<file path="src/verilog/spmm_pkg.sv">
`default_nettype none

package spmm_pkg;

  // array size
  localparam int NUM_COLS_DEF = 4;

  // datapath widths
  localparam int VAL_W      = 8;
  localparam int ACC_W      = 20;
  localparam int COL_IDX_W  = 6;
  localparam int NNZ_ADDR_W = 7;
  localparam int ROW_ADDR_W = 5;
  localparam int ROW_LEN_W  = 7;
  localparam int TAG_W      = 8;

  // node info is {length, tag, flag}, a nonzero is {column, value}
  localparam int NODE_INFO_W = ROW_LEN_W + TAG_W + 1;
  localparam int NNZ_W       = COL_IDX_W + VAL_W;
  localparam int NUM_ROWS_W  = ROW_ADDR_W + 1;

  // wishbone side
  localparam int WB_ADR_W    = 12;
  localparam int WB_DAT_W    = 32;
  localparam int HOST_ADDR_W = WB_ADR_W - 2;

  localparam logic [WB_ADR_W-1:0] ADR_CTRL     = 12'h000;
  localparam logic [WB_ADR_W-1:0] ADR_STATUS   = 12'h004;
  localparam logic [WB_ADR_W-1:0] ADR_NUM_ROWS = 12'h008;
  localparam logic [WB_ADR_W-1:0] WIN_INFO     = 12'h100;
  localparam logic [WB_ADR_W-1:0] WIN_NNZ      = 12'h200;
  localparam logic [WB_ADR_W-1:0] WIN_WEIGHT   = 12'h400;
  localparam logic [WB_ADR_W-1:0] WIN_RESULT   = 12'h800;

  // eight words per result row, tag and flag in word 4
  localparam int RESULT_WORD_W = 3;
  localparam int TAG_WORD      = 4;

  typedef enum logic [2:0] {
    ENG_IDLE,
    ENG_ROW_FETCH,
    ENG_STREAM,
    ENG_DRAIN,
    ENG_STORE
  } eng_state_e;

endpackage

`default_nettype wire

</file>
<file path="src/verilog/spmm_pe.sv">
`timescale 1ns/100ps
`default_nettype none

module spmm_pe (
  input  logic                              clk,
  input  logic                              rst_n,
  input  logic                              clear_i,
  input  logic                              acc_en_i,
  input  logic signed [spmm_pkg::VAL_W-1:0] value_i,
  input  logic signed [spmm_pkg::VAL_W-1:0] weight_i,
  output logic signed [spmm_pkg::ACC_W-1:0] acc_o
);
  import spmm_pkg::*;

  logic signed [2*VAL_W-1:0] product;
  logic signed [ACC_W-1:0]   acc_base;

  assign product = value_i * weight_i;

  // first product of a row replaces the old sum
  assign acc_base = clear_i ? '0 : acc_o;

  always_ff @(posedge clk or negedge rst_n) begin
    if (!rst_n) begin
      acc_o <= '0;
    end else if (acc_en_i) begin
      acc_o <= acc_base + ACC_W'(product);
    end else if (clear_i) begin
      acc_o <= '0;
    end
  end

endmodule

`default_nettype wire

</file>
<file path="config.mk">
export PLATFORM = sky130hd
export DESIGN_NAME = spmm_pe
export DESIGN_NICKNAME = d
export VERILOG_FILES = /design/src/verilog/spmm_pkg.sv /design/src/verilog/spmm_pe.sv
export SDC_FILE = /design/constraint.sdc
export NUM_CORES = 1
export LEC_CHECK = 0
export ABC_AREA = 1
export BUFFER_PORTS_ARGS = -buffer_cell sky130_fd_sc_hd__buf_4
export CORE_UTILIZATION = 56
export DETAILED_ROUTE_END_ITERATION = 8
export GPL_ROUTABILITY_DRIVEN = 0
export PLACE_DENSITY = 0.76
export REMOVE_ABC_BUFFERS = 1
export SLEW_MARGIN = 30
export SYNTH_ARGS = -nofsm -noshare
export SYNTH_HDL_FRONTEND = slang
export SYNTH_SLANG_ARGS = --single-unit
</file>
<file path="constraint.sdc">
create_clock -name clk -period 5.75 [get_ports clk]
set_clock_uncertainty 0.1 [all_clocks]
set_input_delay 1.15 -clock clk [delete_from_list [all_inputs] [get_ports clk]]
set_output_delay 1.15 -clock clk [all_outputs]
set_load 0.02 [all_outputs]
</file>
==> reports/qor.log <==
INFO  clock_network  cts.sinks=20
INFO  sta            setup_tns=0ns
INFO  clock_network  clk_root_buffer_cell=sky130_fd_sc_hd__clkbuf_8
INFO  sta            min_period=5.394ns
INFO  sta            final_max_slew_viol_count=0
INFO  finish         fillCellCount=699
INFO  drt            avgRoutedWirePerCell=13.86um
INFO  sta            unrepaired_setup_endpoints_after_global_routing=no
INFO  worst_setup_path path_class=primary input to register
INFO  yosys          post_synth_num_cell_types=26
INFO  finish         antenna_cells=0
INFO  clock_network  resize_count_post_cts=0
INFO  die            die_height=93.44um
INFO  clock_network  cts-buffers-inserted=3
INFO  worst_setup_path rr_worst_depth=18
INFO  worst_setup_path required=5.81ns
INFO  sta            timing.final.crit_share=93.80%
INFO  worst_setup_path arrival_time_reported_for_the_critical_path_endpoint=5.46ns
INFO  drt            detail_route.first_pass.iterations=4
INFO  yosys          synth_sequential_area_ratio=10.69%
INFO  status         outcome=finished, final reports clean
INFO  drt            final_antenna_net_count=0
INFO  drt            post_drt_via_cell_ratio=5.019
INFO  sta            tightest_slew=0.6969ns
INFO  placed_design  place_hpwl=8788um
INFO  grt            grt_pass1_vias=3939
INFO  drt            drt_iter0_drc=163
INFO  min_path       worst_hold_path_type=register to register
INFO  grt            grt_start_max_net_pins=24
INFO  clock_network  clk_latency=0.28ns
INFO  finish         area_growth=9.514%
INFO  finish         final_cell_mix=sky130_fd_sc_hd__inv_1 (162), sky130_fd_sc_hd__nand2_1 (158), sky130_fd_sc_hd__fa_1 (88), sky130_fd_sc_hd__ha_1 (46), sky130_fd_sc_hd__buf_4 (45)
INFO  die            die_width=93.44um
INFO  die            standard_cell_core_area=7888um2
INFO  drt            postRouteWirelength=10100um
INFO  die            dieArea=8730um2
INFO  finish         largest_register=acc_o
INFO  worst_setup_path endpoint_of_the_worst_setup_timing_path=acc_o[14]$_DFF_PN0_
INFO  grt            grt_pass1_wl=17980um
INFO  worst_setup_path crit-reg2reg-launch=acc_o[6]$_DFF_PN0_
INFO  finish         reg_top3=acc_o (20)
INFO  yosys          synth_area=4682um2
INFO  worst_setup_path endpoint_kind=register
INFO  finish         mostFrequentLayoutCell=sky130_fd_sc_hd__inv_1
INFO  sta            fmax=185.4MHz
INFO  finish         num-nets-final=782
INFO  clock_network  htreeDepth=1
INFO  yosys          cells_after_synth=598
INFO  yosys          synth_mux_area_share=0%
INFO  clock_network  cts_tree=built
INFO  placed_design  placement.io_buffers=39
INFO  sta            report.final.hold_viol_count=0
INFO  sta            timing.final.setup_violations=0
INFO  worst_setup_path crit-reg2reg-capture=acc_o[14]$_DFF_PN0_
INFO  yosys          synth_adder_area_share=49.92%
INFO  run            max_cap_violations=0
INFO  drt            drt_drc_violations_left=0
INFO  drt            routed-via-count=3659
INFO  die            floorplan.rows=32
INFO  die            io_pins=40
INFO  worst_setup_path timing.reg2reg.setup_slack=1.25ns
INFO  grt            initial_antenna_violation_count=0
INFO  sta            worst_slew_slack_as_a_fraction_of_its_limit=53.49%
INFO  worst_setup_path startpoint_type=primary input
INFO  worst_setup_path startpoint=weight_i[0]
INFO  clock_network  worst_setup_hold_path_clk_slew=0.08ns
INFO  yosys          main_combinational_cell_family_by_area_after_synthesis=adder cells
INFO  die            floorplan.initialDensity=59.36%
INFO  worst_setup_path crit_fanout=12
INFO  yosys          yosys.area_share.simple=19.35%
INFO  grt            grt_usage=26.50%
INFO  clock_network  post_cts_hold_buffer_count=0
INFO  finish         layout-drive-gt1-share=9.250%
INFO  clock_network  ctsLongestPathBuffers=2
INFO  yosys          ys_warn_count=0
INFO  clock_network  post_cts_buffers=0
INFO  finish         largest_register_ffs=20
INFO  grt            grt_overflow=0
INFO  yosys          yosys_reg_bits=20
INFO  yosys          synth-compound-area-share=3.715%
INFO  yosys          post_synth.cell_area_avg=7.829um2
INFO  yosys          synth-xor-area-share=1.309%
-- routing by layer --
layer,up-vias,wire length (um),GRT usage (%)
met3,15,417,1.870
met5,-,0,0
met4,0,189,6.795
met1,1771,4595,36.23
li1,1786,-,-
met2,87,4902,45.89
-- how the worst min path moves through the flow --
stage,depth (start not counted),from,slack [ns],endpoint
finish,2,acc_o[16]$_DFF_PN0_,0.50,acc_o[16]$_DFF_PN0_
global route,2,acc_o[16]$_DFF_PN0_,0.51,acc_o[16]$_DFF_PN0_
CTS,2,acc_o[16]$_DFF_PN0_,0.49,acc_o[16]$_DFF_PN0_
detailed placement,2,acc_o[16]$_DFF_PN0_,0.48,acc_o[16]$_DFF_PN0_
global placement,2,acc_o[16]$_DFF_PN0_,0.49,acc_o[16]$_DFF_PN0_
floorplan,2,acc_o[15]$_DFF_PN0_,0.55,acc_o[15]$_DFF_PN0_
-- kinds of logic after synthesis --
family	after synthesis
XOR/XNOR	7
AND/OR/NAND/NOR	222
flip-flops	20
AO/OA/AOI/OAI	32
adder cells (fa/ha/maj)	134
buffers and inverters	183
-- Yosys cell counts (all sizes together) --
cell type | n | area share [%]
nor2 | 30 | 2.7
buf | 3 | 0.59
nand3 | 23 | 2.5
or2 | 1 | 0.13
dfrtp | 20 | 11
o21ai | 16 | 1.7
a21oi | 13 | 1.5
nand3b | 3 | 0.48
xnor2 | 7 | 1.3
o21bai | 1 | 0.16
o22ai | 1 | 0.13
nand4 | 3 | 0.40
nand2 | 161 | 13
and2 | 1 | 0.13
inv | 162 | 13
ha | 46 | 12
o21a | 1 | 0.16
clkinv | 1 | 0.080
fa | 88 | 38
clkbuf | 17 | 1.4
-- worst max-delay path, cell delays in order --
cell                       delay [ns]
sky130_fd_sc_hd__buf_4           0.12
sky130_fd_sc_hd__nand2_1         0.09
sky130_fd_sc_hd__inv_1           0.52
sky130_fd_sc_hd__fa_1            0.56
sky130_fd_sc_hd__fa_1            0.50
sky130_fd_sc_hd__fa_1            0.57
sky130_fd_sc_hd__fa_1            0.43
sky130_fd_sc_hd__ha_1            0.30
sky130_fd_sc_hd__ha_1            0.37
sky130_fd_sc_hd__a21oi_1         0.19
sky130_fd_sc_hd__inv_1           0.06
sky130_fd_sc_hd__nand2_1         0.08
sky130_fd_sc_hd__nand3_1         0.11
sky130_fd_sc_hd__nand2_1         0.12
sky130_fd_sc_hd__nand3b_1        0.09
sky130_fd_sc_hd__nand3_1         0.11
sky130_fd_sc_hd__nand2_1         0.06
-- layout make-up --
type                       instances  area [um2]  share of cell area [%]
sequential                        20       500.5                   9.761
tap                              102       127.6                   2.489
multi-input combinational        395        3478                   67.84
clock buffer                       3       41.29                  0.8053
timing repair buffer              45       337.8                   6.589
inverter                         163       611.8                   11.93
clock inverter                     1       30.03                  0.5857
-- through the flow --
step | std cells | setup WS (ns) | cell area [um2] | hold WS, ns | util, %
finish | 729 | 0.3562 | 5127 | 0.4983 | 65.01
global route | 729 | 0.03989 | 5127 | 0.5105 | 65.01
detailed placement | 725 | 0.08842 | 5056 | 0.4815 | 64.10
global placement | 725 | 0.1280 | 5056 | 0.4869 | 64.10
CTS | 729 | 0.3227 | 5127 | 0.4930 | 65.01
floorplan | 578 | 0.4474 | 4591 | 0.5468 | -
Power is left out: the tool's default activity adds up to more than one toggle a clock period on the data nets, which glitch-free logic cannot reach.
