### config.mk
export PLATFORM = sky130hd
export DESIGN_NAME = spmm_csr
export DESIGN_NICKNAME = d
export VERILOG_FILES = /design/src/verilog/spmm_pkg.sv /design/src/verilog/spmm_csr.sv
export SDC_FILE = /design/constraint.sdc
export NUM_CORES = 1
export LEC_CHECK = 0
export ABC_AREA = 1
export ABC_CLOCK_PERIOD_IN_PS = 1700
export BUFFER_PORTS_ARGS = -buffer_cell sky130_fd_sc_hd__buf_2
export CORE_AREA = 5 5 111 113
export CTS_CLUSTER_SIZE = 30
export DETAILED_ROUTE_END_ITERATION = 12
export DIE_AREA = 0 0 116 118
export PLACE_DENSITY_LB_ADDON = 0.08
export SETUP_SLACK_MARGIN = 0.1
export SYNTH_ARGS = -nofsm -noshare
export SYNTH_HDL_FRONTEND = slang
export SYNTH_SLANG_ARGS = --single-unit
### constraint.sdc
create_clock -name clk -period 1.7 [get_ports clk]
set_input_delay 0.51 -clock clk [delete_from_list [all_inputs] [get_ports clk]]
set_output_delay 0.51 -clock clk [all_outputs]
set_load 0.05 [all_outputs]
### src/verilog/spmm_pkg.sv
`default_nettype none

package spmm_pkg;

  // array size
  localparam int NUM_COLS_DEF = 4;

  // datapath widths
  localparam int VAL_W      = 8;
  localparam int ACC_W      = 20;
  localparam int COL_IDX_W  = 6;
  localparam int NNZ_ADDR_W = 7;
  localparam int ROW_ADDR_W = 5;
  localparam int ROW_LEN_W  = 7;
  localparam int TAG_W      = 8;

  // node info is {length, tag, flag}, a nonzero is {column, value}
  localparam int NODE_INFO_W = ROW_LEN_W + TAG_W + 1;
  localparam int NNZ_W       = COL_IDX_W + VAL_W;
  localparam int NUM_ROWS_W  = ROW_ADDR_W + 1;

  // wishbone side
  localparam int WB_ADR_W    = 12;
  localparam int WB_DAT_W    = 32;
  localparam int HOST_ADDR_W = WB_ADR_W - 2;

  localparam logic [WB_ADR_W-1:0] ADR_CTRL     = 12'h000;
  localparam logic [WB_ADR_W-1:0] ADR_STATUS   = 12'h004;
  localparam logic [WB_ADR_W-1:0] ADR_NUM_ROWS = 12'h008;
  localparam logic [WB_ADR_W-1:0] WIN_INFO     = 12'h100;
  localparam logic [WB_ADR_W-1:0] WIN_NNZ      = 12'h200;
  localparam logic [WB_ADR_W-1:0] WIN_WEIGHT   = 12'h400;
  localparam logic [WB_ADR_W-1:0] WIN_RESULT   = 12'h800;

  // eight words per result row, tag and flag in word 4
  localparam int RESULT_WORD_W = 3;
  localparam int TAG_WORD      = 4;

  typedef enum logic [2:0] {
    ENG_IDLE,
    ENG_ROW_FETCH,
    ENG_STREAM,
    ENG_DRAIN,
    ENG_STORE
  } eng_state_e;

endpackage

`default_nettype wire

### src/verilog/spmm_csr.sv
`timescale 1ns/100ps
`default_nettype none

module spmm_csr #(
  parameter int NUM_COLS = spmm_pkg::NUM_COLS_DEF
) (
  input  logic                                        clk,
  input  logic                                        rst_n,
  input  logic                                        wb_cyc_i,
  input  logic                                        wb_stb_i,
  input  logic                                        wb_we_i,
  input  logic [spmm_pkg::WB_ADR_W-1:0]               wb_adr_i,
  input  logic [spmm_pkg::WB_DAT_W-1:0]               wb_dat_i,
  output logic [spmm_pkg::WB_DAT_W-1:0]               wb_dat_o,
  output logic                                        wb_ack_o,
  output logic                                        start_o,
  output logic [spmm_pkg::NUM_ROWS_W-1:0]             num_rows_o,
  input  logic                                        busy_i,
  input  logic                                        done_i,
  output logic                                        info_we_o,
  output logic                                        nnz_we_o,
  output logic                                        weight_we_o,
  output logic [spmm_pkg::HOST_ADDR_W-1:0]            host_wr_addr_o,
  output logic [spmm_pkg::WB_DAT_W-1:0]               host_wr_data_o,
  output logic [spmm_pkg::HOST_ADDR_W-1:0]            host_rd_addr_o,
  input  logic [spmm_pkg::NODE_INFO_W-1:0]            info_rd_i,
  input  logic [spmm_pkg::NNZ_W-1:0]                  nnz_rd_i,
  input  logic [NUM_COLS*spmm_pkg::VAL_W-1:0]         weight_rd_i,
  input  logic [NUM_COLS*spmm_pkg::ACC_W+spmm_pkg::TAG_W:0] result_rd_i
);
  import spmm_pkg::*;

  typedef enum logic [2:0] {
    SEL_NONE,
    SEL_STATUS,
    SEL_ROWS,
    SEL_INFO,
    SEL_NNZ,
    SEL_WEIGHT,
    SEL_RESULT
  } rd_sel_e;

  logic                     req;
  logic                     wr_req;
  logic                     hit_info;
  logic                     hit_nnz;
  logic                     hit_weight;
  logic                     hit_result;
  logic                     done_q;
  rd_sel_e                  sel_d;
  rd_sel_e                  sel_q;
  logic [RESULT_WORD_W-1:0] word_q;

  // a held strobe is not answered twice
  assign req    = wb_cyc_i && wb_stb_i && !wb_ack_o;
  assign wr_req = req && wb_we_i;

  assign hit_info   = wb_adr_i[WB_ADR_W-1:ROW_ADDR_W+2] == WIN_INFO[WB_ADR_W-1:ROW_ADDR_W+2];
  assign hit_nnz    = wb_adr_i[WB_ADR_W-1:NNZ_ADDR_W+2] == WIN_NNZ[WB_ADR_W-1:NNZ_ADDR_W+2];
  assign hit_weight = wb_adr_i[WB_ADR_W-1:COL_IDX_W+2] == WIN_WEIGHT[WB_ADR_W-1:COL_IDX_W+2];
  assign hit_result = wb_adr_i[WB_ADR_W-1:ROW_ADDR_W+RESULT_WORD_W+2] ==
                      WIN_RESULT[WB_ADR_W-1:ROW_ADDR_W+RESULT_WORD_W+2];

  // memories only take host writes while idle
  assign info_we_o      = wr_req && hit_info && !busy_i;
  assign nnz_we_o       = wr_req && hit_nnz && !busy_i;
  assign weight_we_o    = wr_req && hit_weight && !busy_i;
  assign host_wr_addr_o = wb_adr_i[WB_ADR_W-1:2];
  assign host_wr_data_o = wb_dat_i;
  assign host_rd_addr_o = wb_adr_i[WB_ADR_W-1:2];

  always_comb begin
    if (wb_adr_i == ADR_STATUS) sel_d = SEL_STATUS;
    else if (wb_adr_i == ADR_NUM_ROWS) sel_d = SEL_ROWS;
    else if (hit_info) sel_d = SEL_INFO;
    else if (hit_nnz) sel_d = SEL_NNZ;
    else if (hit_weight) sel_d = SEL_WEIGHT;
    else if (hit_result) sel_d = SEL_RESULT;
    else sel_d = SEL_NONE;
  end

  always_ff @(posedge clk or negedge rst_n) begin
    if (!rst_n) begin
      wb_ack_o   <= 1'b0;
      start_o    <= 1'b0;
      num_rows_o <= '0;
      done_q     <= 1'b0;
      sel_q      <= SEL_NONE;
    end else begin
      wb_ack_o <= req;
      start_o  <= wr_req && (wb_adr_i == ADR_CTRL) && wb_dat_i[0] && !busy_i;
      if (wr_req && (wb_adr_i == ADR_NUM_ROWS)) begin
        num_rows_o <= wb_dat_i[NUM_ROWS_W-1:0];
      end
      // sticky until the next run starts
      if (start_o) begin
        done_q <= 1'b0;
      end else if (done_i) begin
        done_q <= 1'b1;
      end
      if (req) begin
        sel_q <= sel_d;
      end
    end
  end

  always_ff @(posedge clk) begin
    if (req) begin
      word_q <= wb_adr_i[RESULT_WORD_W+1:2];
    end
  end

  always_comb begin
    wb_dat_o = '0;
    case (sel_q)
      SEL_STATUS: wb_dat_o = WB_DAT_W'({done_q, busy_i});
      SEL_ROWS:   wb_dat_o = WB_DAT_W'(num_rows_o);
      SEL_INFO:   wb_dat_o = WB_DAT_W'(info_rd_i);
      SEL_NNZ:    wb_dat_o = WB_DAT_W'(nnz_rd_i);
      SEL_WEIGHT: wb_dat_o = WB_DAT_W'(weight_rd_i);
      SEL_RESULT: begin
        if (int'(word_q) < NUM_COLS) begin
          wb_dat_o = WB_DAT_W'(signed'(result_rd_i[int'(word_q)*ACC_W +: ACC_W]));
        end else if (int'(word_q) == TAG_WORD) begin
          wb_dat_o = WB_DAT_W'(result_rd_i[NUM_COLS*ACC_W +: TAG_W+1]);
        end
      end
      default:    wb_dat_o = '0;
    endcase
  end

endmodule

`default_nettype wire

==> impl_metrics.ini <==
[status]
status = complete, but fails checks
violations = setup timing

[clock_tree]
htreeDepth = 1
holdBufCountCts = 0
clk_pin_slew_ns = 0.05
clk_latency_ns = 0.24
cts_root_buffer = clkbuf_16
ctsLongestPathBuffers = 2
clock-sinks = 15
cts_tree = built
cts_buffers = 3

[finish]
multi_input_area_mm2 = 0.002341
nFillCells = 1128
syn2layout_area_growth_pct = 98.56
drive_above_1_share_pct = 60.78
nets = 950
final_util_pct = 49.07
register_area_um2 = 395.4

[power]
powerDensity_mw_per_mm2 = 446.9
power.leakage_nw = 2.947
peakVddDrop_uv = 473.3

[synth]
syn_nets = 702
yosysMostFrequentCell = nand2_1
avgSynthCellArea_um2 = 5.548
synthCells = 500
ys_types = 27
async_flop_share_pct = 80.00
synth_area_leaders = nand2_1 21%, buf_4 15%, nor2_1 12%
synth-seq-area-share_pct = 14.07
synth_edf_count = 3
ys.flop_type = dfrtp_1
yosys_warnings = 0
synth.top_cell.area_share_pct = 21.38
ys_top_cells_by_count = 158 x nand2_1, 90 x nor2_1, 56 x buf_4
synth_seq_cells = 15
netlist_area_mm2 = 0.002774
yosys.area.top_type = nand2_1

[global_route]
gr-total-overflow = 0
grt_pass1_wl_um = 19490
grt_pass1_vias = 4039
antenna_found_initial = 1
grt_start_max_net_pins = 41
grt_use_total_pct = 17.45

[setup_path]
crit_fanout = 7
r2r_cells = 8
cp-start-kind = flip-flop
end_kind = output port
crit_chain = buf_6, inv_6, buf_6, o21ai_2, o21ai_2, nand2_4, buf_16, nand2_4, buf_8
path_class = reg2out
cp_slowest_stage_delay_ns = 0.37
crit_start = word_q[0]
critical_path_depth = 9
path_buf_inv = 5
cp_top_family = buffers and inverters
critPathSlowestCell = edfxtp_1
r2r-start = wb_ack_o
worstPathRequired_ns = 1.19
arrival_ns = 1.69

[die]
ios = 297
die_height_um = 118
core_area_mm2 = 0.01122
dieArea_mm2 = 0.01369
floorplan.initialDensity_pct = 24.72
rows = 39
fp.dieW_um = 116

[drt]
avgRoutedWirePerCell_um = 14.52
dr.first_iter.drc_count = 130
drtAntennaViolNets = 0
dr_total_vias = 3971
firstDrtPassIters = 4
wirelength_um = 12930
drc = 0
via_per_inst = 4.457

[sta]
maxSlewViolCount = 0
fin_setup_tns_ns = -14.64
fmax_mhz = 454.3
slew_headroom_pct = 78.30
layout_min_cycle_time_ns = 2.201
min_period_over_period_pct = 129.5
rsz0062_at_grt = true
fin_skew_ns = 0.004969
setup_viol = 35
hold_viol_final = 0
worst_slew_pin_slew_ns = 0.3244
setup_slack_ns = -0.5012

[run]
cap_violations = 0

[min_path]
hp-class = in2async

[placed_design]
port_buffers = 244
gp_congestion = 0.8527
hpwl_um = 10750
==> registers in the layout, indices dropped and copies added (netlist names) <==
name / count
word_q: 3
num_rows_o: 6
wb_ack_o: 1
done_q: 1
sel_q: 3
start_o: 1
==> logic make-up after synthesis <==
group | count (synthesis) | synth area share, %
compound gates | 56 | 10.69
simple gates | 311 | 48.85
flops | 15 | 14.07
buf+inv | 118 | 26.39
==> final timing paths <==
path | end | slack [ns]
worst min register to register | done_q | 0.43
worst min-delay path | done_q | 0.14
min in group clk | done_q | 0.43
worst max register to register | num_rows_o[0] | 0.27
worst max-delay path | wb_dat_o[26] | -0.50
max in group asynchronous | sel_q[1] | 1.32
==> per-stage QoR <==
step                      worst slack, ns  hold WS (ns)  cell area (um2)  instances  total power [mW]
after CTS                         -0.5376        0.1490             5185        882             2.384
after global placement            -0.4464        0.4037             4541        865             1.734
after global routing              -0.5594        0.1587             5505        890             2.603
final                             -0.5012        0.1406             5508        891             2.461
after floorplan                   -0.2329        0.2144             3312        500             1.475
after detailed placement          -0.4139        0.4069             4541        865             1.741
==> repair_timing <==
item / CTS / global route
resized for setup: 142 / 65
cloned: 2 / 2
setup endpoints to repair: 35 / 41
pin swaps: 18 / 23
setup buffers: 11 / 7
==> layout make-up <==
class                      count  share of cell area (%)
clock inverter                 1                 0.09087
tap                          143                   3.249
sequential                    15                   7.179
timing repair buffer         317                   42.05
clock buffer                   3                   1.363
antenna                        1                 0.04543
timing repair inverter         1                  0.1363
multi-input combinational    367                   42.50
inverter                      43                   3.385
==> report_power, final <==
part,internal [mW],switching (mW),leakage [nW]
Sequential,0.384,0.0242,0.181
Clock,0.314,0.139,0.0409
Combinational,0.677,0.923,2.72
==> cells in the final DEF (no fill, tap or decap), types with 3 or more instances in the layout <==
cell type  Yosys  layout
a21oi_2        0       3
buf_12         0       6
buf_16         0       3
buf_2          8     209
buf_4         56      46
buf_6          9      25
buf_8          0      26
clkbuf_16      0       5
dfrtp_1       12       8
dfrtp_2        0       4
edfxtp_1       3       3
inv_1         36      35
nand2_1      158     117
nand2_2       11      22
nand2_4        1      18
nand2_8        0      13
nand3_1       19       8
nand3_2        3       3
nand3_4        2      13
nand4_1       18      18
nor2_1        90      60
nor2_2         3      24
nor2_4         2      11
o21ai_0       40      15
o21ai_1        8      26
o21ai_2        3      10
==> metal layers <==
| metal | GRT usage (%) | part of all wire, % |
|---|---|---|
| met5 | 0 | 0.10 |
| met4 | 1.450 | 0.80 |
| met3 | 3.342 | 8.9 |
| met2 | 33.09 | 52 |
| met1 | 20.70 | 38 |
Note: power is estimated with default switching activity, not from simulation.
