<file path="config.mk">
export PLATFORM = sky130hd
export DESIGN_NAME = spmm_ram
export DESIGN_NICKNAME = d
export VERILOG_FILES = /design/src/verilog/spmm_ram.sv
export SDC_FILE = /design/constraint.sdc
export NUM_CORES = 1
export LEC_CHECK = 0
export ABC_CLOCK_PERIOD_IN_PS = 2500
export BUFFER_PORTS_ARGS = -buffer_cell sky130_fd_sc_hd__buf_2
export CAP_MARGIN = 0
export CORE_MARGIN = 2
export CORE_UTILIZATION = 60
export DETAILED_ROUTE_END_ITERATION = 7
export PLACE_DENSITY_LB_ADDON = 0.2
export RECOVER_POWER = 100
export SYNTH_ARGS = -nofsm -noshare
export SYNTH_HDL_FRONTEND = slang
export SYNTH_SLANG_ARGS = --single-unit
</file>
<file path="constraint.sdc">
create_clock -name clk -period 2.5 [get_ports clk]
set_clock_uncertainty 0.05 [all_clocks]
set_input_delay 0.375 -clock clk [delete_from_list [all_inputs] [get_ports clk]]
set_output_delay 0.375 -clock clk [all_outputs]
set_load 0.1 [all_outputs]
</file>
<file path="src/verilog/spmm_ram.sv">
`timescale 1ns/100ps
`default_nettype none

module spmm_ram #(
  parameter int WIDTH = 8,
  parameter int DEPTH = 16
) (
  input  logic                     clk,
  input  logic                     we_i,
  input  logic [$clog2(DEPTH)-1:0] wr_addr_i,
  input  logic [WIDTH-1:0]         wr_data_i,
  input  logic [$clog2(DEPTH)-1:0] rd_addr_i,
  output logic [WIDTH-1:0]         rd_data_o
);

  logic [WIDTH-1:0] mem [DEPTH];

  // read returns the old word on a same-address write
  always_ff @(posedge clk) begin
    if (we_i) begin
      mem[wr_addr_i] <= wr_data_i;
    end
    rd_data_o <= mem[rd_addr_i];
  end

endmodule

`default_nettype wire

</file>
==> flow_metrics.py, run 1 <==
metrics = {
    "outcome": {
        "status": "finished clean",
    },
    "synthesis": {
        "synth_fp_nets": 247,
        "synth_flop_cell": "edfxtp_1",
        "netlist_instances": 229,
        "synth_cell_types": 19,
        "syn_area_um2": 5150,
        "yosysTopAreaCell": "edfxtp_1",
        "yosys-top-cells-area": "edfxtp_1 (75%), mux4_2 (7.9%), mux4_1 (7.1%)",
        "synth-edff-count": 128,
        "seq_area_frac_synth_pct": 77.8,
        "synth_async_sr_flop_share_pct": 0,
        "synth_top_area_share_pct": 74.7,
        "yosysWarnings": 0,
        "avgSynthCellArea_um2": 22.5,
        "ys_ff_latch": 136,
    },
    "global_routing": {
        "grt_usage_pct": 24.1,
        "grt_max_degree": 33,
        "grt_pass1_vias": 2629,
        "gr-total-overflow": 0,
        "grt_pass1_wl_um": 16000,
        "antenna_found_initial": 0,
    },
    "clocking": {
        "clkTransAtPathRegs_ns": 0.06,
        "cts_buffers": 17,
        "clock_latency_ns": 0.52,
        "ctsHoldBuffers": 0,
        "postCtsSetupBuffers": 0,
        "cts_tree": "done",
        "htreeDepth": 4,
        "cts_resized": 0,
        "clock_path_buffers": 2,
        "cts_num_sinks": 136,
        "clockRootBuffer": "clkbuf_8",
    },
    "power_and_ir_drop": {
        "pwr-share-clk_pct": 44.7,
        "leakage_nw": 1.97,
        "swShare_pct": 21.2,
        "comb_power_share_pct": 6.4,
        "ir_worst_vdd_uv": 613,
        "power.density_nw_per_um2": 880,
        "intPower_w": 0.00414,
        "power_switching_w": 0.00111,
        "seq_power_share_pct": 48.9,
    },
    "cells_and_area": {
        "fin_nets": 301,
        "stdcell_area_um2": 5970,
        "seqCellArea_um2": 4000,
        "num_antenna_cells": 0,
        "drive_gt1_share_pct": 20.3,
        "multi_input_area_um2": 1060,
        "syn_to_final_growth_pct": 16.0,
        "nFillCells": 511,
    },
    "drt": {
        "drc": 0,
        "drt-wirelength-per-cell_um": 25.3,
        "vias": 2502,
        "first_pass_iters": 4,
        "via_per_inst": 6.26,
        "totalWireLength_um": 10100,
        "ant_nets": 0,
        "drt_iter0_drc": 291,
    },
    "critical_path": {
        "endpoint_kind": "output port",
        "crit_buf_inv": 1,
        "start_kind": "flop",
        "rrSetupSlack_ns": 1.04,
        "crit_chain": "clkbuf_1",
        "cp.arrival_ns": 1.67,
        "slowest_stage": "clkbuf_1",
        "required_ns": 2.08,
        "crit_type": "reg -> out",
        "cp-startpoint": "rd_data_o[0]$_DFF_P_",
        "crit_fanout": 1,
        "critPathMaxStageDelay_ns": 0.85,
        "r2r-start": "mem[0][0]$_DFFE_PP_",
        "critical-path-top-delay-family": "buffers and inverters",
    },
    "sta": {
        "period_share_pct": 83.8,
        "fmax_mhz": 477,
        "grt_setup_unrepaired": "no",
        "fin_setup_tns_ns": 0,
        "setup_viol": 0,
        "layout_min_cycle_time_ns": 2.09,
        "max_slew.worst_pin.slew_ns": 1.16,
        "timing.slew.headroom_pct": 23.2,
        "report.final.slew_viol_count": 0,
        "holdWs_ns": 0.336,
        "hold_violations": 0,
        "fin_ws_ns": 0.405,
    },
    "min_path": {
        "holdCritStartpoint": "wr_data_i[1]",
        "min_path_type": "in -> reg",
    },
    "floorplanning": {
        "rows": 33,
        "die_h_um": 96.6,
        "core_um2": 8260,
        "ios": 26,
        "die_w_um": 96.6,
        "start_util_pct": 62.3,
        "fp.dieArea_um2": 9340,
    },
    "placed_design": {
        "place_congestion": 0.713,
        "dpl.hpwl_um": 5720,
        "io_buffers": 25,
        "place_ws_ns": 0.580,
        "post_dp_cell_area_um2": 5490,
    },
    "run": {
        "max_cap_viol_count": 0,
    },
}
==> routing by layer <==
metal	routed length, µm	vias up	global-route usage [%]
met5	0	-	0
met1	4290	1292	34.4
met3	608	19	7.15
met4	217	0	8.45
li1	-	1079	-
met2	5020	112	36.4
==> flip-flops by register name, summed over array words and instances, names as in the netlist <==
register	count
mem	128
rd_data_o	8
==> path summary, 6_finish.rpt <==
path | cells after the start | to
setup reg to reg | 3 | rd_data_o[0]$_DFF_P_
hold / removal | 1 | mem[8][1]$_DFFE_PP_
hold reg to reg | 3 | rd_data_o[1]$_DFF_P_
setup / recovery | 1 | rd_data_o[0]
==> stage by stage <==
stage	cells	total power [W]	utilization (%)
2_1_floorplan	229	0.00285	-
6_report	400	0.00526	72.3
3_5_place_dp	369	0.00296	66.5
3_3_place_gp	369	0.00295	66.5
4_1_cts	400	0.00530	73.3
5_1_grt	400	0.00541	72.3
==> cell type report <==
type	count	area share [%]
clock buffers	20	7.12
flip-flops and latches	136	67.0
well taps	105	2.20
clock inverters	11	2.20
multi-input cells	83	17.7
repair buffers	45	3.75
==> synthesized netlist by cell type, types with 2 or more instances <==
| cell | number |
|---|---|
| edfxtp_1 | 128 |
| mux4_2 | 18 |
| a22oi_1 | 16 |
| mux4_1 | 14 |
| nor2_1 | 13 |
| nand2_1 | 9 |
| dfxtp_1 | 8 |
| nor3_1 | 4 |
| buf_2 | 3 |
| buf_6 | 3 |
| clkdlybuf4s25_2 | 3 |
| nand2b_1 | 2 |
| nand3b_1 | 2 |
==> layout by cell type (no fill, tap or decap), types with 8 or more instances in the layout <==
master       n
buf_2       12
clkbuf_1    32
edfxtp_1   128
mux4_2      18
clkbuf_16   16
nand2_1      9
mux4_1      14
nor2_1      13
a22oi_1     16
dfxtp_1      8
==> kinds of logic after synthesis <==
kind of cell,synth area share (%)
AO/OA/AOI/OAI,2.33
buffers and inverters,1.68
flip-flops,77.8
multiplexers,15.0
AND/OR/NAND/NOR,3.18
==> power by group through the flow <==
stage | clock (W) | sequential [W] | combinational (W)
after floorplan | 0 | 0.00272 | 0.000129
after CTS | 0.00239 | 0.00257 | 0.000349
final | 0.00235 | 0.00257 | 0.000339
after global routing | 0.00248 | 0.00257 | 0.000359
after global placement | 0 | 0.00261 | 0.000340
after detailed placement | 0 | 0.00261 | 0.000344
Power figures use the tool's default switching activity.
==> run 2: changes to the inputs <==
--- a/config.mk
+++ b/config.mk
@@ -5,11 +5,11 @@
 export SDC_FILE = /design/constraint.sdc
 export NUM_CORES = 1
 export LEC_CHECK = 0
-export ABC_CLOCK_PERIOD_IN_PS = 2500
+export ABC_CLOCK_PERIOD_IN_PS = 1690
 export BUFFER_PORTS_ARGS = -buffer_cell sky130_fd_sc_hd__buf_2
 export CAP_MARGIN = 0
 export CORE_MARGIN = 2
-export CORE_UTILIZATION = 60
+export CORE_UTILIZATION = 54
 export DETAILED_ROUTE_END_ITERATION = 7
 export PLACE_DENSITY_LB_ADDON = 0.2
 export RECOVER_POWER = 100
==> constraint.sdc (replaced) <==
create_clock -name clk -period 1.69 [get_ports clk]
set_clock_uncertainty 0.05 [all_clocks]
set_input_delay 0.2535 -clock clk [delete_from_list [all_inputs] [get_ports clk]]
set_output_delay 0.2535 -clock clk [all_outputs]
set_load 0.1 [all_outputs]
==> flow_metrics.py, run 2 (synthesized netlist as in run 1, its figures left out) <==
metrics = {
    "outcome": {
        "status": "finished clean",
    },
    "critical_path": {
        "crit_type": "reg -> out",
        "critPathMaxStageDelay_ns": 0.48,
        "crit_chain": "clkbuf_2",
        "crit_cells": 1,
        "cp.arrival_ns": 1.34,
        "rr_endpoint": "rd_data_o[4]$_DFF_P_",
        "critical-path-top-delay-family": "buffers and inverters",
        "rrSetupSlack_ns": 0.28,
        "endpoint_kind": "output port",
        "slowest_stage": "clkbuf_2",
        "crit_buf_inv": 1,
        "crit_fanout": 1,
        "ff2ff_path_depth": 3,
        "r2r-start": "mem[9][4]$_DFFE_PP_",
        "required_ns": 1.39,
        "start_kind": "flop",
    },
    "cells_and_area": {
        "top_regs": "mem x128, rd_data_o x8",
        "final_common_cell": "edfxtp_1",
        "fin_nets": 309,
        "syn_to_final_growth_pct": 18.0,
        "final_cell_mix": "edfxtp_1 (128), clkbuf_1 (33), mux4_2 (18)",
        "drive_gt1_share_pct": 23.4,
        "postLayoutCoreUtil_pct": 65.7,
        "largest_reg_flops": 128,
        "regMostFlops": "mem",
        "stdcell_area_um2": 6070,
        "num_antenna_cells": 0,
    },
    "floorplanning": {
        "rows": 35,
        "core_um2": 9240,
        "die_h_um": 102,
        "ios": 26,
        "fp.dieArea_um2": 10300,
        "die_w_um": 102,
        "start_util_pct": 55.7,
    },
    "clocking": {
        "cts_tree": "done",
        "htreeDepth": 4,
        "cts_num_sinks": 136,
        "clockRootBuffer": "clkbuf_8",
        "clkTransAtPathRegs_ns": 0.06,
        "clock_path_buffers": 2,
        "cts_buffers": 17,
        "cts_resized": 0,
        "ctsHoldBuffers": 0,
        "clock_latency_ns": 0.51,
        "postCtsSetupBuffers": 0,
    },
    "run": {
        "max_cap_viol_count": 0,
    },
    "drt": {
        "first_pass_iters": 4,
        "totalWireLength_um": 9880,
        "drc": 0,
        "vias": 2510,
        "drt_iter0_drc": 197,
        "via_per_inst": 5.80,
        "drt-wirelength-per-cell_um": 22.8,
        "ant_nets": 0,
    },
    "global_routing": {
        "antenna_found_initial": 0,
        "gr-total-overflow": 0,
        "grt_max_degree": 26,
        "grt_pass1_vias": 2585,
        "grt_pass1_wl_um": 15300,
        "grt_usage_pct": 21.4,
    },
    "sta": {
        "fmax_mhz": 608,
        "period_share_pct": 97.4,
        "fin_setup_tns_ns": 0,
        "max_slew.worst_pin.slew_ns": 0.778,
        "hold_violations": 0,
        "grt_setup_unrepaired": "no",
        "setup_viol": 0,
        "report.final.slew_viol_count": 0,
        "layout_min_cycle_time_ns": 1.65,
        "timing.slew.headroom_pct": 48.1,
        "fin_ws_ns": 0.0445,
        "holdWs_ns": 0.219,
    },
    "min_path": {
        "holdCritStartpoint": "wr_data_i[6]",
        "min_to": "mem[3][6]$_DFFE_PP_",
        "min_path_type": "in -> reg",
        "holdPathStages": 1,
    },
    "placed_design": {
        "post_dp_cell_area_um2": 5600,
        "place_ws_ns": -0.104,
        "dpl.hpwl_um": 6510,
        "place_congestion": 0.767,
        "io_buffers": 25,
    },
    "power_and_ir_drop": {
        "ir_worst_vdd_uv": 836,
        "power.density_nw_per_um2": 1280,
        "leakage_nw": 2.01,
    },
}
-- run 2: cell count changes in the layout (fill, tap and decap cells not counted), sizes merged --
cell / delta
buf: -1
bufinv: -1
inv: +2
clkinvlp: +1
clkbuf: +8
-- run 2: how the worst max path moves through the flow --
stage	to	startpoint
6_report	rd_data_o[5]	rd_data_o[5]$_DFF_P_
5_1_grt	rd_data_o[0]	rd_data_o[0]$_DFF_P_
4_1_cts	rd_data_o[4]	rd_data_o[4]$_DFF_P_
3_5_place_dp	rd_data_o[0]$_DFF_P_	rd_addr_i[0]
3_3_place_gp	rd_data_o[0]$_DFF_P_	rd_addr_i[0]
2_1_floorplan	mem[3][0]$_DFFE_PP_	wr_addr_i[2]
-- run 2: layout make-up --
class	count	area, µm²
multi-input combinational	83	1060
clock buffer	19	422
sequential	136	4000
clock inverter	13	149
fill	629	3170
timing repair buffer	53	282
tap	129	161
-- run 2: power breakdown --
part	total, W	internal, W	switching (W)
Combinational	0.000514	0.000152	0.000362
Clock	0.00348	0.00211	0.00136
Sequential	0.00380	0.00377	0.0000239
-- run 2: layer usage --
metal / wire length, µm / GRT usage, % / vias to the layer above
li1: - / - / 1103
met1: 4320 / 31.3 / 1308
met2: 4920 / 32.3 / 88
met3: 503 / 5.04 / 11
met4: 142 / 7.59 / 0
met5: 0 / 0 / -
-- run 2: metrics by stage --
stage,total power (W),instances
floorplan,0.00421,229
global placement,0.00438,401
detailed placement,0.00439,401
CTS,0.00785,433
global route,0.00801,433
finish,0.00779,433
-- run 2: worst register-to-register path, cell delays in order, from the launching register on --
cell and delay [ns]:
edfxtp_1 0.35, mux4_1 0.50, a22oi_1 0.31, nand2_1 0.08
