==> src/verilog/spmm_pkg.sv <==
`default_nettype none

package spmm_pkg;

  // array size
  localparam int NUM_COLS_DEF = 4;

  // datapath widths
  localparam int VAL_W      = 8;
  localparam int ACC_W      = 20;
  localparam int COL_IDX_W  = 6;
  localparam int NNZ_ADDR_W = 7;
  localparam int ROW_ADDR_W = 5;
  localparam int ROW_LEN_W  = 7;
  localparam int TAG_W      = 8;

  // node info is {length, tag, flag}, a nonzero is {column, value}
  localparam int NODE_INFO_W = ROW_LEN_W + TAG_W + 1;
  localparam int NNZ_W       = COL_IDX_W + VAL_W;
  localparam int NUM_ROWS_W  = ROW_ADDR_W + 1;

  // wishbone side
  localparam int WB_ADR_W    = 12;
  localparam int WB_DAT_W    = 32;
  localparam int HOST_ADDR_W = WB_ADR_W - 2;

  localparam logic [WB_ADR_W-1:0] ADR_CTRL     = 12'h000;
  localparam logic [WB_ADR_W-1:0] ADR_STATUS   = 12'h004;
  localparam logic [WB_ADR_W-1:0] ADR_NUM_ROWS = 12'h008;
  localparam logic [WB_ADR_W-1:0] WIN_INFO     = 12'h100;
  localparam logic [WB_ADR_W-1:0] WIN_NNZ      = 12'h200;
  localparam logic [WB_ADR_W-1:0] WIN_WEIGHT   = 12'h400;
  localparam logic [WB_ADR_W-1:0] WIN_RESULT   = 12'h800;

  // eight words per result row, tag and flag in word 4
  localparam int RESULT_WORD_W = 3;
  localparam int TAG_WORD      = 4;

  typedef enum logic [2:0] {
    ENG_IDLE,
    ENG_ROW_FETCH,
    ENG_STREAM,
    ENG_DRAIN,
    ENG_STORE
  } eng_state_e;

endpackage

`default_nettype wire

==> src/verilog/spmm_engine.sv <==
`timescale 1ns/100ps
`default_nettype none

module spmm_engine #(
  parameter int NUM_COLS = spmm_pkg::NUM_COLS_DEF
) (
  input  logic                                        clk,
  input  logic                                        rst_n,
  input  logic                                        start_i,
  input  logic [spmm_pkg::NUM_ROWS_W-1:0]             num_rows_i,
  output logic                                        busy_o,
  output logic                                        done_o,
  output logic [spmm_pkg::ROW_ADDR_W-1:0]             info_rd_addr_o,
  input  logic [spmm_pkg::NODE_INFO_W-1:0]            info_rd_i,
  output logic [spmm_pkg::NNZ_ADDR_W-1:0]             nnz_rd_addr_o,
  input  logic [spmm_pkg::NNZ_W-1:0]                  nnz_rd_i,
  output logic                                        pe_clear_o,
  output logic                                        pe_acc_en_o,
  output logic signed [spmm_pkg::VAL_W-1:0]           pe_value_o,
  input  logic [NUM_COLS*spmm_pkg::ACC_W-1:0]         pe_acc_i,
  output logic                                        result_we_o,
  output logic [spmm_pkg::ROW_ADDR_W-1:0]             result_addr_o,
  output logic [NUM_COLS*spmm_pkg::ACC_W+spmm_pkg::TAG_W:0] result_data_o
);
  import spmm_pkg::*;

  eng_state_e              state_q;
  logic [ROW_ADDR_W-1:0]   row_q;
  logic [NNZ_ADDR_W-1:0]   nnz_addr_q;
  logic [ROW_LEN_W-1:0]    rem_q;
  logic [ROW_LEN_W-1:0]    len_q;
  logic [TAG_W-1:0]        tag_q;
  logic                    flag_q;
  logic                    drain_q;
  logic [ROW_LEN_W-1:0]    info_len;
  logic                    last_row;
  logic                    issue;
  logic                    first_issue;
  logic [1:0]              en_pipe;
  logic [1:0]              clr_pipe;
  logic signed [VAL_W-1:0] value_q;

  assign info_len    = info_rd_i[NODE_INFO_W-1 -: ROW_LEN_W];
  assign last_row    = ({1'b0, row_q} + 1'b1) == num_rows_i;
  assign issue       = state_q == ENG_STREAM;
  assign first_issue = issue && (rem_q == len_q);

  // info address runs one row ahead so the fetch cycle sees valid data
  assign info_rd_addr_o = (state_q == ENG_IDLE) ? '0 : row_q + 1'b1;
  assign nnz_rd_addr_o  = nnz_addr_q;
  assign busy_o         = state_q != ENG_IDLE;

  always_ff @(posedge clk or negedge rst_n) begin
    if (!rst_n) begin
      state_q    <= ENG_IDLE;
      row_q      <= '0;
      nnz_addr_q <= '0;
      rem_q      <= '0;
      drain_q    <= 1'b0;
      done_o     <= 1'b0;
    end else begin
      done_o <= 1'b0;
      case (state_q)
        ENG_IDLE: begin
          if (start_i && (num_rows_i != '0)) begin
            state_q    <= ENG_ROW_FETCH;
            row_q      <= '0;
            nnz_addr_q <= '0;
          end
        end
        ENG_ROW_FETCH: begin
          rem_q   <= info_len;
          state_q <= ENG_STREAM;
        end
        ENG_STREAM: begin
          nnz_addr_q <= nnz_addr_q + 1'b1;
          rem_q      <= rem_q - 1'b1;
          if (rem_q == ROW_LEN_W'(1)) begin
            state_q <= ENG_DRAIN;
            drain_q <= 1'b0;
          end
        end
        // wait out the nonzero and weight read latencies
        ENG_DRAIN: begin
          drain_q <= 1'b1;
          if (drain_q) begin
            state_q <= ENG_STORE;
          end
        end
        ENG_STORE: begin
          if (last_row) begin
            state_q <= ENG_IDLE;
            done_o  <= 1'b1;
          end else begin
            row_q   <= row_q + 1'b1;
            state_q <= ENG_ROW_FETCH;
          end
        end
        default: state_q <= ENG_IDLE;
      endcase
    end
  end

  // control follows the data through nonzero ram then weight ram
  always_ff @(posedge clk or negedge rst_n) begin
    if (!rst_n) begin
      en_pipe  <= '0;
      clr_pipe <= '0;
    end else begin
      en_pipe  <= {en_pipe[0], issue};
      clr_pipe <= {clr_pipe[0], first_issue};
    end
  end

  always_ff @(posedge clk) begin
    if (state_q == ENG_ROW_FETCH) begin
      {len_q, tag_q, flag_q} <= info_rd_i;
    end
    value_q <= nnz_rd_i[VAL_W-1:0];
  end

  assign pe_acc_en_o = en_pipe[1];
  assign pe_clear_o  = clr_pipe[1];
  assign pe_value_o  = value_q;

  assign result_we_o   = state_q == ENG_STORE;
  assign result_addr_o = row_q;
  assign result_data_o = {flag_q, tag_q, pe_acc_i};

endmodule

`default_nettype wire

==> config.mk <==
export PLATFORM = sky130hd
export DESIGN_NAME = spmm_engine
export DESIGN_NICKNAME = d
export VERILOG_FILES = /design/src/verilog/spmm_pkg.sv /design/src/verilog/spmm_engine.sv
export SDC_FILE = /design/constraint.sdc
export NUM_CORES = 1
export LEC_CHECK = 0
export BUFFER_PORTS_ARGS = -buffer_cell sky130_fd_sc_hd__buf_2
export CORE_AREA = 2 2 91 93
export CTS_CLUSTER_DIAMETER = 60
export DETAILED_ROUTE_END_ITERATION = 6
export DIE_AREA = 0 0 93 95
export HOLD_SLACK_MARGIN = 0.02
export PLACE_DENSITY_LB_ADDON = 0.2
export SYNTH_ARGS = -nofsm -noshare
export SYNTH_HDL_FRONTEND = slang
export SYNTH_SLANG_ARGS = --single-unit
==> constraint.sdc <==
create_clock -name clk -period 3.1 [get_ports clk]
set_input_delay 0.465 -clock clk [delete_from_list [all_inputs] [get_ports clk]]
set_output_delay 0.465 -clock clk [all_outputs]
set_load 0.02 [all_outputs]
==> results of run 1 <==
[through the flow]
step / util, % / hold slack, ps / worst slack [ps] / std cells
finish: 35.54 / 182.7 / 830.6 / 386
global route: 35.54 / 216.7 / 601.7 / 386
CTS: 35.54 / 214.4 / 786.3 / 386
detailed placement: 34.36 / 337.0 / 797.4 / 378
global placement: 34.36 / 332.7 / 781.5 / 378
floorplan: - / 169.4 / 1044 / 287
[worst max-delay path: stages, from the launching register on]
cell      delay [ps]
dfrtp_1          450
ha_1             300
xnor3_1          290
nand3_1           80
nor4b_1          380
a21oi_1          240
nand2b_1         260
o32ai_1          170
[routing by layer]
| layer | track usage [%] | share of wire, % | vias to the layer above |
|---|---|---|---|
| li1 | - | - | 874 |
| met1 | 15.01 | 39 | 842 |
| met2 | 22.71 | 51 | 76 |
| met3 | 3.192 | 7.1 | 16 |
| met4 | 6.127 | 1.9 | 0 |
| met5 | 0 | 0 | - |
[power by group through the flow]
stage                     sequential [W]  clock (W)  combinational, W
after detailed placement         0.00107          0          0.000955
after global placement           0.00107          0          0.000952
final                            0.00105   0.000400          0.000943
after CTS                        0.00106   0.000422          0.000959
after global routing             0.00108   0.000453           0.00108
after floorplan                  0.00110          0          0.000790
[registers in the layout, summed over array words and instances (netlist names)]
signal,cells
pe_value_o,8
tag_q,8
len_q,7
nnz_rd_addr_o,7
rem_q,7
result_addr_o,5
state_q,3
clr_pipe,2
en_pipe,2
done_o,1
drain_q,1
flag_q,1
[cell families after synthesis]
group / synth area share, %
buffers and inverters: 23.72
flip-flops: 46.91
adder cells (fa/ha/maj): 1.751
AND/OR/NAND/NOR: 12.56
XOR/XNOR: 5.383
AO/OA/AOI/OAI: 9.673
[worst min path at each step]
stage / slack, ps / to / startpoint / cells after the start
5_1_grt: 220 / clr_pipe[0]$_DFF_PN0_ / rst_n / 1
6_report: 180 / rem_q[0]$_DFFE_PN0P_ / rst_n / 1
4_1_cts: 210 / rem_q[1]$_DFFE_PN0P_ / rst_n / 1
3_3_place_gp: 330 / en_pipe[1]$_DFF_PN0_ / en_pipe[0]$_DFF_PN0_ / 0
3_5_place_dp: 340 / en_pipe[1]$_DFF_PN0_ / en_pipe[0]$_DFF_PN0_ / 0
2_1_floorplan: 170 / clr_pipe[0]$_DFF_PN0_ / rst_n / 0
[area by class of cell]
type                    count  area (um^2)  share of cell area, %
flip-flops and latches     52         1341                  47.60
well taps                 105        131.4                  4.663
clock buffers               7        86.33                  3.064
clock inverters             1        7.507                 0.2664
inverters                  11        41.29                  1.465
repair buffers             73        370.4                  13.14
multi-input cells         137        839.6                  29.80
[cells in the mapped netlist (all sizes together)]
cell	count	area share [%]
buf	84	22
dfrtp	28	25
o21ai	24	4.2
nand2	20	2.6
nor2	17	2.2
edfxtp	16	17
inv	11	1.4
xnor2	11	3.4
dfxtp	8	5.6
nand3	8	1.4
a21oi	6	1.1
nor3	5	0.88
and2	4	0.96
and3	4	0.88
ha	4	1.8
xor2	4	1.2
a211oi	3	0.79
clkbuf	3	0.39
nand2b	3	0.66
nand3b	2	0.53
nor4b	2	0.61
o31ai	2	0.53
or3	2	0.44
or4	2	0.66
a21o	1	0.26
a221o	1	0.35
a22oi	1	0.26
a311oi	1	0.31
a31oi	1	0.22
nand4	1	0.22
nor2b	1	0.22
nor3b	1	0.26
o211ai	1	0.26
o21a	1	0.26
o22a	1	0.31
o311ai	1	0.57
o32ai	1	0.31
xnor3	1	0.79
==> out/qor.csv, run 1 <==
metric,value,unit
crit_path_end_kind,flop,
layout_commonest_cell,buf_2,
via_per_inst,4.684,
drc,0,
max_freq,440.7,MHz
p_int,0.001436,W
clk_path_buf_depth,2,
die_h,95,um
worstHoldPathType,in -> async,
cts-resized-gates,0,
antenna_left,0,
drive_gt1_share,29.89,%
numClockSinks,52,
dp_hpwl,4279,um
total_power,0.002397,W
htreeDepth,2,
routed_wl,5592,um
vias,1808,
power_switching,0.0009611,W
cts_root_buffer,clkbuf_8,
nFillCells,841,
timing.rr.end,result_addr_o[2]$_DFFE_PN0P_,
antenna_found_initial,0,
grt_first_pass_wirelength,8963,um
fp.dieW,93,um
yosys_warnings,0,
layout_common_cells,"71 x buf_2, 28 x dfrtp_1, 24 x o21ai_0",
crit_fanout,6,
crit_end,result_addr_o[2]$_DFFE_PN0P_,
setup_viol,0,
fin_nets,403,
syn_nets,410,
overflow,0,
rows,33,
rsz0062_at_grt,false,
finalMaxSlewViolations,0,
path_class,reg -> reg,
tns,0,ps
start_util,36.06,%
finalCritPeriodShare,73.21,%
io_pins,238,
r2r_slack,830,ps
globalplace.congestion,0.7714,
wl_per_cell,14.49,um
grt_max_degree,29,
clk_latency,300,ps
dr.pass1.iters,4,
reg2reg_from,result_addr_o[0]$_DFFE_PN0P_,
cts_tree,done,
synth_area,0.002859,mm^2
cp-start-kind,flop,
status,"finished, final reports clean",
core,0.007928,mm^2
grt_pass1_vias,1806,
maxCapViolCount,0,
io_buffer_count,71,
yosysSeqAreaShare,46.91,%
crit_path_start,result_addr_o[0]$_DFFE_PN0P_,
dieArea,0.008835,mm^2
combPwrFrac,39.3,%
p_sw_share,40.09,%
n_antenna_cell,0,
avgSynthCellArea,9.962,um^2
reg2regPathDepth,7,
pwr_density_cell,850.7,mW/mm^2
worstMarginPinSlew,650.3,ps
area_growth,-1.444,%
grt_usage,13.00,%
crit_required,3300,ps
p_leak,1.289,nW
synthesis.instances,287,
synthDistinctLibCells,42,
path_clk_slew,90,ps
period_needed,2269,ps
holdBufCountCts,0,
final_area,0.002818,mm^2
max-slew-margin-rel,56.65,%
hold_viol,0,
cp.arrival,2470,ps
cts_buffers,5,
ys_seq_elements,52,
post_cts_buffers,0,
dr.first_iter.drc_count,51,
placed_area,0.002724,mm^2
clock_power_share,16.7,%
seqPwrFrac,44.0,%
skew,7.379,ps
vdd_drop_max,0.2628,mV
Note: power is estimated with default switching activity, not from simulation.
==> run 2, diff against run 1 <==
--- a/config.mk
+++ b/config.mk
@@ -6,10 +6,10 @@
 export NUM_CORES = 1
 export LEC_CHECK = 0
 export BUFFER_PORTS_ARGS = -buffer_cell sky130_fd_sc_hd__buf_2
-export CORE_AREA = 2 2 91 93
+export CORE_AREA = 2 2 92 94
 export CTS_CLUSTER_DIAMETER = 60
 export DETAILED_ROUTE_END_ITERATION = 6
-export DIE_AREA = 0 0 93 95
+export DIE_AREA = 0 0 94 96
 export HOLD_SLACK_MARGIN = 0.02
 export PLACE_DENSITY_LB_ADDON = 0.2
 export SYNTH_ARGS = -nofsm -noshare
==> constraint.sdc (replaced) <==
create_clock -name clk -period 2.19 [get_ports clk]
set_input_delay 0.3285 -clock clk [delete_from_list [all_inputs] [get_ports clk]]
set_output_delay 0.3285 -clock clk [all_outputs]
set_load 0.02 [all_outputs]
==> out/qor.csv, run 2 (same netlist as run 1, synthesis figures left out) <==
metric,value,unit,change
wl_per_cell,14.41,um,-0.52%
max_freq,499.4,MHz,+13%
cp-start-kind,flop,,
io_pins,238,,unchanged
n_antenna_cell,0,,unchanged
clk_path_buf_depth,2,,unchanged
layout_common_cells,"71 x buf_2, 28 x dfrtp_1, 24 x o21ai_0",,
drc,0,,unchanged
rsz0062_at_grt,false,,
fin_nets,411,,+2.0%
dp_hpwl,4361,um,+1.9%
htreeDepth,2,,unchanged
cp.arrival,2220,ps,-250 ps
clk_latency,310,ps,about the same
grt_usage,12.30,%,-0.70 points
layout_commonest_cell,buf_2,,
finalMaxSlewViolations,0,,unchanged
setup_viol,0,,unchanged
crit_fanout,4,,-2
crit_path_end_kind,flop,,
overflow,0,,unchanged
path_class,reg -> reg,,
path_clk_slew,100,ps,about the same
total_power,0.003518,W,+47%
routed_wl,5678,um,+1.5%
cts_root_buffer,clkbuf_8,,
drive_gt1_share,32.18,%,+2.3 points
holdBufCountCts,0,,unchanged
vdd_drop_max,0.3148,mV,+20%
period_needed,2003,ps,-266.8 ps
p_leak,1.330,nW,+3.2%
rows,33,,unchanged
vias,1836,,+1.5%
hold_viol,0,,unchanged
globalplace.congestion,0.7578,,-1.8%
numClockSinks,52,,unchanged
grt_pass1_vias,1788,,-1.0%
fp.dieW,94,um,+1.1%
antenna_left,0,,unchanged
via_per_inst,4.660,,-0.51%
grt_first_pass_wirelength,8687,um,-3.1%
die_h,96,um,+1.1%
cts_tree,done,,
max-slew-margin-rel,55.89,%,-0.76 points
cts_buffers,5,,unchanged
crit_required,2410,ps,-890 ps
core,0.008051,mm^2,+1.6%
area_growth,0.8754,%,
dr.first_iter.drc_count,53,,+3.9%
maxCapViolCount,0,,unchanged
worstMarginPinSlew,661.6,ps,+11.38 ps
start_util,35.51,%,-0.55 points
dieArea,0.009024,mm^2,+2.1%
antenna_found_initial,0,,unchanged
pwr_density_cell,1220,mW/mm^2,+43%
status,"finished, final reports clean",,
skew,4.763,ps,-2.616 ps
io_buffer_count,71,,unchanged
dr.pass1.iters,4,,unchanged
worstHoldPathType,in -> async,,
grt_max_degree,29,,unchanged
tns,0,ps,unchanged
finalCritPeriodShare,91.44,%,+18 points
run 2: cell count changes in the layout (fill, tap and decap cells not counted):
| cell | delta |
|---|---|
| nor4b_2 | +1 |
| nor4b_1 | -1 |
| buf_4 | +8 |
run 2: through the flow:
step	setup slack, ps	utilization [%]	instance area, um^2	cells	hold slack (ps)
after detailed placement	52.72	34.58	2784	386	336.4
after CTS	26.61	35.74	2878	394	71.37
after global placement	78.30	34.58	2784	386	333.0
final	187.5	35.82	2884	394	44.31
after floorplan	134.0	-	2859	287	32.91
after global routing	31.45	35.82	2884	394	84.80
run 2: final timing paths:
path                                                   start                            to  slack, ps  cells after the start
max in group asynchronous                              rst_n  nnz_rd_addr_o[6]$_DFFE_PN0P_       1720                      1
worst max-delay path            result_addr_o[1]$_DFFE_PN0P_  result_addr_o[4]$_DFFE_PN0P_        190                      7
worst min-delay path                                   rst_n          rem_q[0]$_DFFE_PN0P_         40                      1
worst max register to register  result_addr_o[1]$_DFFE_PN0P_  result_addr_o[4]$_DFFE_PN0P_        190                      7
worst min register to register          en_pipe[0]$_DFF_PN0_          en_pipe[1]$_DFF_PN0_        360                      0
min in group clk                                 nnz_rd_i[5]         pe_value_o[5]$_DFF_P_        120                      1
run 2: where the power goes:
group	leakage (nW)	switching, W	internal (W)
sequential	0.572	0.000169	0.00126
combinational	0.713	0.000902	0.000602
clock	0.0445	0.000327	0.000258
run 2: layout make-up:
| class | instances | area (um^2) |
|---|---|---|
| fill | 852 | 5167 |
| sequential | 52 | 1341 |
| multi-input combinational | 137 | 845.8 |
| timing repair buffer | 81 | 430.4 |
| tap | 105 | 131.4 |
| clock buffer | 7 | 86.33 |
| inverter | 11 | 41.29 |
| clock inverter | 1 | 7.507 |
run 2: timing repair:
action | 4_1_cts | 5_1_grt
buffers inserted | 0 | 0
endpoints found under the setup margin | 0 | 3
resized for setup | 0 | 1
run 2: metal layers:
layer / vias to the layer above / wire [um] / GRT usage, % / share of wire (%)
met5: - / 0 / 0 / 0
met4: 0 / 180 / 6.522 / 3.2
met3: 18 / 411 / 3.446 / 7.2
met2: 79 / 2822 / 20.95 / 50
met1: 850 / 2264 / 14.10 / 40
li1: 889 / - / - / -
run 2: critical path, stage by stage (launching register included):
cell,delay [ps]
dfrtp_1,420
ha_1,260
xnor3_1,290
nand3_1,90
nor4b_2,310
a21oi_1,120
nand2b_1,210
o21ai_0,210
